**src/common/lsu_pkg.sv**
```systemverilog
/*
 * load/store unit request package
 * core widths, operation and unit encodings, request and control records
 */
package lsu_pkg;

    // ----------------------------------------------------------------------
    // core widths
    // ----------------------------------------------------------------------
    localparam int unsigned XLEN          = 64;
    localparam int unsigned VLEN          = 39;
    localparam int unsigned TRANS_ID_BITS = 3;

    // other codes are not for this unit
    typedef enum logic [1:0] {
        LOAD  = 2'd1,
        STORE = 2'd2
    } fu_t;

    typedef enum logic [3:0] {
        LD  = 4'd0,
        LW  = 4'd1,
        LWU = 4'd2,
        LH  = 4'd3,
        LHU = 4'd4,
        LB  = 4'd5,
        LBU = 4'd6,
        SD  = 4'd7,
        SW  = 4'd8,
        SH  = 4'd9,
        SB  = 4'd10
    } lsu_op_t;

    // exception record, tval holds the faulting virtual address
    typedef struct packed {
        logic [3:0]      cause;
        logic [VLEN-1:0] tval;
        logic            valid;
    } exception_t;

    // ----------------------------------------------------------------------
    // request records
    // ----------------------------------------------------------------------
    // request as issued by the core
    typedef struct packed {
        fu_t                      fu;
        lsu_op_t                  operator;
        logic [XLEN-1:0]          operand_a;
        logic [XLEN-1:0]          operand_b;
        logic [XLEN-1:0]          imm;
        logic [TRANS_ID_BITS-1:0] trans_id;
    } fu_data_t;

    // request after address generation and checks
    typedef struct packed {
        logic                     valid;
        logic [VLEN-1:0]          vaddr;
        logic [XLEN-1:0]          data;
        logic [7:0]               be;
        fu_t                      fu;
        lsu_op_t                  operator;
        logic [TRANS_ID_BITS-1:0] trans_id;
        exception_t               ex;
    } lsu_ctrl_t;

endpackage

```
**src/common/mem_pkg.sv**
```systemverilog
/*
 * data memory and completion package
 * memory request record, cause codes, load and store completion records
 */
package mem_pkg;

    import lsu_pkg::*;

    // word address width of the memory port
    localparam int unsigned ADDR_BITS = 16;

    // exception causes raised by the unit
    localparam logic [3:0] CAUSE_LD_MISALIGNED   = 4'd4;
    localparam logic [3:0] CAUSE_LD_ACCESS_FAULT = 4'd5;
    localparam logic [3:0] CAUSE_ST_MISALIGNED   = 4'd6;
    localparam logic [3:0] CAUSE_ST_ACCESS_FAULT = 4'd7;

    typedef struct packed {
        logic                 req;
        logic                 we;
        logic [ADDR_BITS-1:0] addr;
        logic [XLEN-1:0]      wdata;
        logic [7:0]           be;
    } mem_req_t;

    typedef struct packed {
        logic                     valid;
        logic [TRANS_ID_BITS-1:0] trans_id;
        logic [XLEN-1:0]          result;
        exception_t               ex;
    } ld_result_t;

    typedef struct packed {
        logic                     valid;
        logic [TRANS_ID_BITS-1:0] trans_id;
        exception_t               ex;
    } st_result_t;

endpackage

```
**src/addr_gen.sv**
```systemverilog
/*
 * address generation unit
 * forms the virtual address, byte enables and the address exception
 */
`timescale 1ns/1ns

module addr_gen
    import lsu_pkg::*;
    import mem_pkg::*;
(
    input  fu_data_t  fu_data_i,
    input  logic      valid_i,
    output lsu_ctrl_t ctrl_o
);

    logic [XLEN-1:0] sum;
    logic [VLEN-1:0] vaddr;
    logic            overflow;
    logic            misaligned;
    logic            is_load;
    logic            is_mem;
    logic [1:0]      size;
    logic [7:0]      be;
    exception_t      ex;

    // signed base plus offset
    assign sum   = $unsigned($signed(fu_data_i.imm) + $signed(fu_data_i.operand_a));
    assign vaddr = sum[VLEN-1:0];

    // sv39 style, upper bits must all copy bit VLEN-1
    assign overflow = !((&sum[XLEN-1:VLEN-1]) || !(|sum[XLEN-1:VLEN-1]));

    assign is_load = (fu_data_i.fu == LOAD);
    assign is_mem  = is_load || (fu_data_i.fu == STORE);

    // log2 of transfer size in bytes
    always_comb begin : size_decode
        unique case (fu_data_i.operator)
            LD, SD:      size = 2'd3;
            LW, LWU, SW: size = 2'd2;
            LH, LHU, SH: size = 2'd1;
            default:     size = 2'd0;
        endcase
    end

    // byte enables and alignment from the low address bits
    always_comb begin : be_gen
        unique case (size)
            2'd3: begin
                be         = 8'hff;
                misaligned = (vaddr[2:0] != 3'b000);
            end
            2'd2: begin
                be         = 8'h0f << {vaddr[2], 2'b00};
                misaligned = (vaddr[1:0] != 2'b00);
            end
            2'd1: begin
                be         = 8'h03 << {vaddr[2:1], 1'b0};
                misaligned = vaddr[0];
            end
            default: begin
                // bytes are always aligned
                be         = 8'h01 << vaddr[2:0];
                misaligned = 1'b0;
            end
        endcase
    end

    // access fault wins over misalignment
    always_comb begin : ex_gen
        ex.tval  = vaddr;
        ex.valid = valid_i && is_mem && (overflow || misaligned);
        if (overflow) begin
            ex.cause = is_load ? CAUSE_LD_ACCESS_FAULT : CAUSE_ST_ACCESS_FAULT;
        end else begin
            ex.cause = is_load ? CAUSE_LD_MISALIGNED : CAUSE_ST_MISALIGNED;
        end
    end

    assign ctrl_o = '{
        valid:    valid_i,
        vaddr:    vaddr,
        data:     fu_data_i.operand_b,
        be:       be,
        fu:       fu_data_i.fu,
        operator: fu_data_i.operator,
        trans_id: fu_data_i.trans_id,
        ex:       ex
    };

endmodule

```
**src/lsu_bypass.sv**
```systemverilog
/*
 * request buffer
 * two-entry queue in front of the load and store units, bypassed when empty
 */
`timescale 1ns/1ns

module lsu_bypass
    import lsu_pkg::*;
(
    input  logic      clk_i,
    input  logic      rst_ni,
    input  lsu_ctrl_t req_i,
    input  logic      pop_ld_i,
    input  logic      pop_st_i,
    output lsu_ctrl_t ctrl_o,
    output logic      ready_o
);

    lsu_ctrl_t [1:0] mem_q;
    logic            rd_ptr_q;
    logic            wr_ptr_q;
    logic [1:0]      cnt_q;
    logic            empty;
    logic            pop;

    assign empty   = (cnt_q == 2'd0);
    assign ready_o = empty;
    assign pop     = pop_ld_i || pop_st_i;

    // empty buffer hands the new request straight on
    assign ctrl_o = empty ? req_i : mem_q[rd_ptr_q];

    // ----------------------------------------------------------------------
    // storage
    // ----------------------------------------------------------------------
    // every accepted request is written, even if popped at once
    always_ff @(posedge clk_i) begin : store_entry
        if (req_i.valid) begin
            mem_q[wr_ptr_q] <= req_i;
        end
    end

    // pointers and fill count
    always_ff @(posedge clk_i or negedge rst_ni) begin : ctl_regs
        if (!rst_ni) begin
            rd_ptr_q <= 1'b0;
            wr_ptr_q <= 1'b0;
            cnt_q    <= 2'd0;
        end else begin
            if (req_i.valid) begin
                wr_ptr_q <= ~wr_ptr_q;
            end
            if (pop) begin
                rd_ptr_q <= ~rd_ptr_q;
            end
            cnt_q <= cnt_q + 2'(req_i.valid) - 2'(pop);
        end
    end

    // ----------------------------------------------------------------------
    // checks
    // ----------------------------------------------------------------------
    no_write_full: assert property (@(posedge clk_i) disable iff (!rst_ni)
        !(req_i.valid && cnt_q == 2'd2))
        else $error("write into a full request buffer");

    // load and store unit never take the same head
    no_double_pop: assert property (@(posedge clk_i) disable iff (!rst_ni)
        !(pop_ld_i && pop_st_i))
        else $error("load and store popped together");

endmodule

```
**src/load_unit.sv**
```systemverilog
/*
 * load unit
 * issues memory reads, then aligns and extends the returned word
 */
`timescale 1ns/1ns

module load_unit
    import lsu_pkg::*;
    import mem_pkg::*;
(
    input  logic            clk_i,
    input  logic            rst_ni,
    input  lsu_ctrl_t       ctrl_i,
    output logic            pop_o,
    output mem_req_t        rd_req_o,
    input  logic [XLEN-1:0] rdata_i,
    output ld_result_t      result_o
);

    typedef enum logic {
        IDLE,
        WAIT
    } state_t;

    state_t                   state_q;
    lsu_op_t                  op_q;
    logic [2:0]               off_q;
    logic [TRANS_ID_BITS-1:0] id_q;
    logic                     ld_valid;
    logic [XLEN-1:0]          shifted;
    logic [XLEN-1:0]          ext_data;

    assign ld_valid = ctrl_i.valid && (ctrl_i.fu == LOAD);

    // take a load only when no read is outstanding
    assign pop_o = ld_valid && (state_q == IDLE);

    // faulting loads never touch memory
    assign rd_req_o = '{
        req:   pop_o && !ctrl_i.ex.valid,
        we:    1'b0,
        addr:  ctrl_i.vaddr[ADDR_BITS+2:3],
        wdata: '0,
        be:    ctrl_i.be
    };

    // ----------------------------------------------------------------------
    // state and outstanding load record
    // ----------------------------------------------------------------------
    always_ff @(posedge clk_i or negedge rst_ni) begin : fsm
        if (!rst_ni) begin
            state_q <= IDLE;
        end else if (rd_req_o.req) begin
            state_q <= WAIT;
        end else begin
            // data is back one cycle after the read
            state_q <= IDLE;
        end
    end

    always_ff @(posedge clk_i) begin : ld_record
        if (rd_req_o.req) begin
            op_q  <= ctrl_i.operator;
            off_q <= ctrl_i.vaddr[2:0];
            id_q  <= ctrl_i.trans_id;
        end
    end

    // move the addressed bytes to lane zero, then extend
    assign shifted = rdata_i >> {off_q, 3'b000};

    always_comb begin : extend
        unique case (op_q)
            LW:      ext_data = {{32{shifted[31]}}, shifted[31:0]};
            LWU:     ext_data = {32'b0, shifted[31:0]};
            LH:      ext_data = {{48{shifted[15]}}, shifted[15:0]};
            LHU:     ext_data = {48'b0, shifted[15:0]};
            LB:      ext_data = {{56{shifted[7]}}, shifted[7:0]};
            LBU:     ext_data = {56'b0, shifted[7:0]};
            default: ext_data = shifted;
        endcase
    end

    // read completion, or a faulting load in its own cycle
    always_comb begin : completion
        result_o = '0;
        if (state_q == WAIT) begin
            result_o.valid    = 1'b1;
            result_o.trans_id = id_q;
            result_o.result   = ext_data;
        end else if (pop_o && ctrl_i.ex.valid) begin
            result_o.valid    = 1'b1;
            result_o.trans_id = ctrl_i.trans_id;
            result_o.ex       = ctrl_i.ex;
        end
    end

endmodule

```
**src/store_unit.sv**
```systemverilog
/*
 * store unit
 * lane-aligns write data and completes stores in the cycle they issue
 */
`timescale 1ns/1ns

module store_unit
    import lsu_pkg::*;
    import mem_pkg::*;
(
    input  lsu_ctrl_t  ctrl_i,
    output logic       pop_o,
    output mem_req_t   wr_req_o,
    output st_result_t result_o
);

    logic            st_valid;
    logic [XLEN-1:0] lane_data;

    assign st_valid = ctrl_i.valid && (ctrl_i.fu == STORE);

    // always free for a store
    assign pop_o = st_valid;

    // operand byte 0 goes to the addressed lane
    assign lane_data = ctrl_i.data << {ctrl_i.vaddr[2:0], 3'b000};

    // no write for a faulting store
    assign wr_req_o = '{
        req:   st_valid && !ctrl_i.ex.valid,
        we:    1'b1,
        addr:  ctrl_i.vaddr[ADDR_BITS+2:3],
        wdata: lane_data,
        be:    ctrl_i.be
    };

    assign result_o = '{
        valid:    st_valid,
        trans_id: ctrl_i.trans_id,
        ex:       st_valid ? ctrl_i.ex : '0
    };

endmodule

```
**src/data_sram.sv**
```systemverilog
/*
 * data memory
 * 64-bit words, byte-enabled writes, reads returned one cycle later
 */
`timescale 1ns/1ns

module data_sram
    import lsu_pkg::*;
    import mem_pkg::*;
#(
    parameter int unsigned MEM_WORDS = 16
) (
    input  logic            clk_i,
    input  mem_req_t        wr_req_i,
    input  mem_req_t        rd_req_i,
    output logic [XLEN-1:0] rdata_o
);

    localparam int unsigned IDX_BITS = (MEM_WORDS > 1) ? $clog2(MEM_WORDS) : 1;

    logic [XLEN-1:0]     mem_q [MEM_WORDS];
    logic [IDX_BITS-1:0] wr_idx;
    logic [IDX_BITS-1:0] rd_idx;

    // higher address bits wrap
    assign wr_idx = wr_req_i.addr[IDX_BITS-1:0];
    assign rd_idx = rd_req_i.addr[IDX_BITS-1:0];

    always_ff @(posedge clk_i) begin : mem_port
        if (wr_req_i.req && wr_req_i.we) begin
            for (int b = 0; b < 8; b++) begin
                if (wr_req_i.be[b]) begin
                    mem_q[wr_idx][b*8 +: 8] <= wr_req_i.wdata[b*8 +: 8];
                end
            end
        end
        // same-word write and read returns the old word
        if (rd_req_i.req) begin
            rdata_o <= mem_q[rd_idx];
        end
    end

endmodule

```
**src/result_pipe.sv**
```systemverilog
/*
 * completion pipeline
 * Depth register stages for one record, plain pass at depth zero
 */
`timescale 1ns/1ns

module result_pipe #(
    parameter int unsigned Depth = 1,
    parameter type         rec_t = logic
) (
    input  logic clk_i,
    input  logic rst_ni,
    input  rec_t d_i,
    output rec_t d_o
);

    if (Depth == 0) begin : g_pass
        assign d_o = d_i;
    end else begin : g_stages
        rec_t stage_q [Depth];

        // cleared stages keep valid low after reset
        always_ff @(posedge clk_i or negedge rst_ni) begin : shift
            if (!rst_ni) begin
                for (int i = 0; i < Depth; i++) begin
                    stage_q[i] <= '0;
                end
            end else begin
                stage_q[0] <= d_i;
                for (int i = 1; i < Depth; i++) begin
                    stage_q[i] <= stage_q[i-1];
                end
            end
        end

        assign d_o = stage_q[Depth-1];
    end

endmodule

```
**src/load_store_unit.sv**
```systemverilog
/*
 * load/store unit top
 * address generation, request buffer, load and store units,
 * data memory and completion pipelines
 */
`timescale 1ns/1ns

module load_store_unit
    import lsu_pkg::*;
    import mem_pkg::*;
#(
    parameter int unsigned MEM_WORDS        = 16,
    parameter int unsigned LOAD_PIPE_DEPTH  = 1,
    parameter int unsigned STORE_PIPE_DEPTH = 1
) (
    input  logic       clk_i,
    input  logic       rst_ni,
    input  fu_data_t   fu_data_i,
    input  logic       lsu_valid_i,
    output logic       lsu_ready_o,
    output ld_result_t load_o,
    output st_result_t store_o
);

    lsu_ctrl_t       lsu_req;
    lsu_ctrl_t       lsu_ctrl;
    logic            pop_ld;
    logic            pop_st;
    mem_req_t        rd_req;
    mem_req_t        wr_req;
    logic [XLEN-1:0] rdata;
    ld_result_t      ld_result;
    st_result_t      st_result;

    // ----------------------------------------------------------------------
    // request path
    // ----------------------------------------------------------------------
    // only accepted requests count as valid
    addr_gen u_addr_gen (
        .fu_data_i (fu_data_i),
        .valid_i   (lsu_valid_i && lsu_ready_o),
        .ctrl_o    (lsu_req)
    );

    lsu_bypass u_lsu_bypass (
        .clk_i    (clk_i),
        .rst_ni   (rst_ni),
        .req_i    (lsu_req),
        .pop_ld_i (pop_ld),
        .pop_st_i (pop_st),
        .ctrl_o   (lsu_ctrl),
        .ready_o  (lsu_ready_o)
    );

    // both units watch the head, each acts on its own fu
    load_unit u_load_unit (
        .clk_i    (clk_i),
        .rst_ni   (rst_ni),
        .ctrl_i   (lsu_ctrl),
        .pop_o    (pop_ld),
        .rd_req_o (rd_req),
        .rdata_i  (rdata),
        .result_o (ld_result)
    );

    store_unit u_store_unit (
        .ctrl_i   (lsu_ctrl),
        .pop_o    (pop_st),
        .wr_req_o (wr_req),
        .result_o (st_result)
    );

    data_sram #(
        .MEM_WORDS (MEM_WORDS)
    ) u_data_sram (
        .clk_i    (clk_i),
        .wr_req_i (wr_req),
        .rd_req_i (rd_req),
        .rdata_o  (rdata)
    );

    // ----------------------------------------------------------------------
    // completion pipelines
    // ----------------------------------------------------------------------
    result_pipe #(
        .Depth (LOAD_PIPE_DEPTH),
        .rec_t (ld_result_t)
    ) u_load_pipe (
        .clk_i  (clk_i),
        .rst_ni (rst_ni),
        .d_i    (ld_result),
        .d_o    (load_o)
    );

    result_pipe #(
        .Depth (STORE_PIPE_DEPTH),
        .rec_t (st_result_t)
    ) u_store_pipe (
        .clk_i  (clk_i),
        .rst_ni (rst_ni),
        .d_i    (st_result),
        .d_o    (store_o)
    );

endmodule

```
**config.mk**
```make
export PLATFORM = sky130hd
export DESIGN_NAME = load_store_unit
export DESIGN_NICKNAME = d
export VERILOG_FILES = /design/src/common/lsu_pkg.sv /design/src/common/mem_pkg.sv /design/src/addr_gen.sv /design/src/lsu_bypass.sv /design/src/load_unit.sv /design/src/store_unit.sv /design/src/data_sram.sv /design/src/result_pipe.sv /design/src/load_store_unit.sv
export SDC_FILE = /design/constraint.sdc
export NUM_CORES = 2
export LEC_CHECK = 0
export BUFFER_PORTS_ARGS = -buffer_cell sky130_fd_sc_hd__buf_2
export CAP_MARGIN = 25
export CORE_MARGIN = 3
export CORE_UTILIZATION = 32
export CTS_BUF_LIST = sky130_fd_sc_hd__clkbuf_16
export CTS_CLUSTER_SIZE = 10
export DETAILED_ROUTE_END_ITERATION = 10
export PLACE_DENSITY_LB_ADDON = 0.08
export SYNTH_ARGS = -nofsm -noshare
export SYNTH_HDL_FRONTEND = slang
export SYNTH_HIERARCHICAL = 1
export SYNTH_SLANG_ARGS = --single-unit
```
**constraint.sdc**
```tcl
create_clock -name clk_i -period 24 [get_ports clk_i]
set_input_delay 4.8 -clock clk_i [delete_from_list [all_inputs] [get_ports clk_i]]
set_output_delay 4.8 -clock clk_i [all_outputs]
set_load 0.01 [all_outputs]
```
## Yosys cells after proc, flatten, opt, wreduce, memory -nomap -nowiden

Memory sizes are Yosys's and may differ from the RTL's. A register that Yosys moved wholly into a read port is not among the register bits.
Index checks and enable logic that the tools add are counted.

| storage, ports and cells | value |
|---|---|
| output and inout port bits | 161 |
| flip-flop bits (word level) | 505 |
| ROM bits | 32 |
| memories kept | 2 |
| logic and storage cells | 132 |
| RAM bits | 1,024 |

| cells by class | value |
|---|---|
| bitwise operators | 3 |
| multiplexer cells | 43 |
| shift-type cells | 5 |
| reduce and logical (&&, ||, !) cells | 22 |
| eq/ne operators | 13 |
| add/sub/neg operators | 3 |
| magnitude comparators | 3 |

Memories:

| memory | depth | width | read ports | clocked after Yosys merged registers in | write ports | RTL line | source |
|---|---|---|---|---|---|---|---|
| u_data_sram.mem_q | 16 | 64 | 1 | 1 | 1 | data_sram.sv:21 | `logic [XLEN-1:0] mem_q [MEM_WORDS];` |
| (name not given) | 16 | 2 | 1 | 0 | 0 | addr_gen.sv:38 | `unique case (fu_data_i.operator)` |

Operator list:

| cell | number |
|---|---|
| $mux 165 | 4 |
| $pmux 64 s6 | 1 |
| $bwmux 330 | 1 |
| $demux 165 s1 | 1 |
| $mux 44 | 3 |
| $add 64x64->64 | 1 |
| $mux 64 | 1 |
| $shl 64x6->64 | 1 |
| $shr 64x6->64 | 1 |
| $reduce_and 26->1 | 1 |
| $reduce_or 26->1 | 1 |
| $mux 1 | 25 |
| $pmux 8 s3 | 1 |
| $eq 4x3->1 const B | 3 |
| $mux 4 | 3 |
| $logic_and 1x1->1 | 10 |
| $eq 2x2->1 const B | 4 |
| $eq 4x2->1 const B | 2 |
| $shl 1x3->8 const A | 1 |
| $shl 2x3->8 const A | 1 |
| $shl 4x3->8 const A | 1 |
| $eq 2x1->1 const B | 3 |
| $eq 4x1->1 const B | 1 |
| $logic_or 1x1->1 | 4 |
| other kinds (11) | 17 |

## Longest topological paths before layout

| depth | value |
|---|---|
| depth in word-level cells | 14 |
| mapped depth | 23 |
| depth with buffers taken out | 21 |

## By module

The synthesis kept the hierarchy.

Modules (own cells, without submodules):

| module | seq. area each (um^2) | times used | cells an instance | area each (um^2) |
|---|---|---|---|---|
| data_sram | 32,671.3 | 1 | 1,792 | 40,741.6 |
| lsu_bypass | 10,009.6 | 1 | 918 | 14,236.2 |
| addr_gen | 0.0 | 1 | 901 | 5,953.2 |
| load_unit | 325.3 | 1 | 479 | 4,018.9 |
| result_pipe at u_load_pipe | 2,802.7 | 1 | 112 | 2,802.7 |
| store_unit | 0.0 | 1 | 316 | 2,437.3 |
| result_pipe at u_store_pipe | 1,201.2 | 1 | 48 | 1,201.2 |
| load_store_unit | 0.0 | 1 | 1 | 6.3 |

## Worst setup path before layout

OpenSTA, ideal clock, no wires.

| timing path | value |
|---|---|
| kind | input-to-reg |
| from | input port lsu_valid_i |
| to | register u_lsu_bypass/mem_q[0] (netlist bit) (enable) |
| stages on the path | 3 |
| required time | 23.288 ns |
| path buffers | 1 |
| data arrival time | 12.339 ns |
| setup slack | 10.949 ns |
| path through | and2_1 -> buf_4 -> nor2b_1 |

RTL lines:

| what | RTL line | source |
|---|---|---|
| from (decl) | load_store_unit.sv:19 | `input logic lsu_valid_i,` |
| to (signal, indexed assignment) | lsu_bypass.sv:39 | `mem_q[wr_ptr_q] <= req_i;` |
| to (decl) | lsu_bypass.sv:19 | `lsu_ctrl_t [1:0] mem_q;` |

==> run metrics <==
status completed; first-pass GRT wire length between 300 and 400 mm; Slew HR 0.287; Syn Nets 4543; hold_buf cts 0; CP Capture Type flop; crit path DAT roughly 12 ns; total leakage power 27.1 nW; # IOs between 300 and 400; num rows about 170; gr ovfl total 0; fmax approximately 0.087 GHz; Max Slew Vio Count 0; CTS buffer count 180; commonest non-fill, non-tap cell in the layout edfxtp_1; Power Dens Cells roughly 140 nW/µm²; core area ~210000 µm²; via density per instance 5.31; CTS H-tree depth 4; Post-Route Skew between 0.05 and 0.06 ns; clock latency on the worst-skew pair 0.82 ns; Setup WS pre-CTS 11.91 ns; largest net degree at the start of global routing around 110; fill count between 15000 and 20000; initial antenna violation count 63; post-layout util 0.367; max-cap violations 0; Die Wd roughly 470 µm; Pre-antenna DRT Iters 6; via count 39600; most frequent cells in the layout 1364 x edfxtp_1, 363 x buf_2, 302 x mux4_2; post-synthesis instance total approximately 4300; final net count around 4800; Tot GR Track Use 0.198; worst path required time 24.43 ns; share of cells above drive strength 1 0.257; worst min-delay path class reg -> reg; Hold Violations, Final 0; die height roughly 470 µm; setup tns final 0 ns; CTS tree yes; GP Congestion ~0.9; Final Setup Violations 0; clock sinks 1529; worst slew pin tran between 1 and 1.5 ns; worst vdd ir 0.129 mV; Startpoint Class input port; postcts setup bufs 0; critical path class in -> reg; setup repair after global routing missed its margin false; Resized Gates After CTS 0; IO buf count ~360; total chip power ~0.011 W; crit share post-route 0.480; min cycle time layout roughly 12 ns; root buf cell clkbuf_16; die area approximately 220000 µm²; vias in the first global route ~40000; initial core utilization 0.323; critical path fanouts, max 16; post-DP HPWL 153 mm; syn_area_per_cell roughly 16 µm²; Synth Warn # 6; worst setup margin approximately 12 ns; clock slew at reported path FFs about 0.050 ns; maximum buffer depth of the clock tree 3; Initial DRC Count ~3400; synthesized area between 60000 and 70000 µm²; Synth-to-Final Area Change 13.9%; Final ANT Viol Nets 0; drc violations 0; WL per Instance 29.3 µm; overall routed net length approximately 220 mm
metrics by stage:
stage | hold WS, ns | instances | instance area (µm²)
finish | 0.486 | 7466 | 77200
detailed placement | 0.482 | 7155 | 71900
global route | 0.509 | 7450 | 77200
global placement | 0.472 | 7154 | 71900
floorplan | 0.455 | 4268 | 67800
CTS | 0.494 | 7440 | 77100
routing by layer:
metal,wire (µm),share of wire,track usage,up-vias
met4,5670,0.026,0.0551,30
met3,17000,0.078,0.0526,323
met1,99000,0.45,0.285,20500
li1,-,-,-,17200
met5,194,0.00089,0,-
met2,97000,0.44,0.295,1504
critical path, stage by stage:
cell      delay [ns]
buf_2           0.11
ha_1            0.54
nand4_1         0.32
nor4_1          0.47
nand4b_1        0.22
nor4_1          0.66
nand3_1         0.34
a31o_2          0.34
a222oi_1        0.32
nand4_1         0.15
and4b_1         0.27
nand4_1         0.18
o32ai_1         0.50
nor3b_1         0.15
nor3_1          0.35
a21oi_4         0.05
nor2b_1         0.13
and2_1          0.46
buf_8           0.23
nand2_1         0.53
nor2_1          0.80
power breakdown:
group / internal (W) / switching (W) / total [W]
clock: 0.00137 / 0.00107 / 0.00244
sequential: 0.00371 / 0.000125 / 0.00384
combinational: 0.00137 / 0.00308 / 0.00445
total: 0.00645 / 0.00427 / 0.0107
state kept, by name, indices dropped and copies added (netlist names):
signal and flops:
u_data_sram/mem_q 1024, u_lsu_bypass/mem_q 266, u_load_pipe/d_o 112, u_data_sram/rdata_o 64, u_store_pipe/d_o 48, u_load_unit/op_q 4, u_load_unit/id_q 3, u_load_unit/off_q 3
u_lsu_bypass/cnt_q 2, u_load_unit/state_q 1, u_lsu_bypass/rd_ptr_q 1, u_lsu_bypass/wr_ptr_q 1
path summary, 6_finish.rpt:
path / startpoint / to / slack (ns) / depth (start not counted)
hold reg to reg: u_load_unit/id_q[2] / u_load_pipe/d_o[110] / 0.49 / 1
setup / recovery: fu_data_i[30] / u_data_sram/mem_q[4][29] / 12.49 / 21
max in group asynchronous: rst_ni / u_lsu_bypass/rd_ptr_q / 18.75 / 2
min in group asynchronous: rst_ni / u_load_pipe/d_o[110] / 3.99 / 1
hold / removal: u_load_unit/id_q[2] / u_load_pipe/d_o[110] / 0.49 / 1
setup reg to reg: u_lsu_bypass/cnt_q[1] / u_data_sram/rdata_o[52] / 18.09 / 8
cell type report:
class                   count  area [µm²]  share of cell area
inverters                  29         109             0.00141
clock inverters           104         672             0.00870
multi-input cells        2323       20500               0.266
flip-flops and latches   1529       45100               0.584
repair buffers            472        2710              0.0351
clock buffers             181        4530              0.0586
diodes                     23        57.6            0.000745
well taps                2805        3510              0.0454
Note: power is estimated with default switching activity, not from simulation.
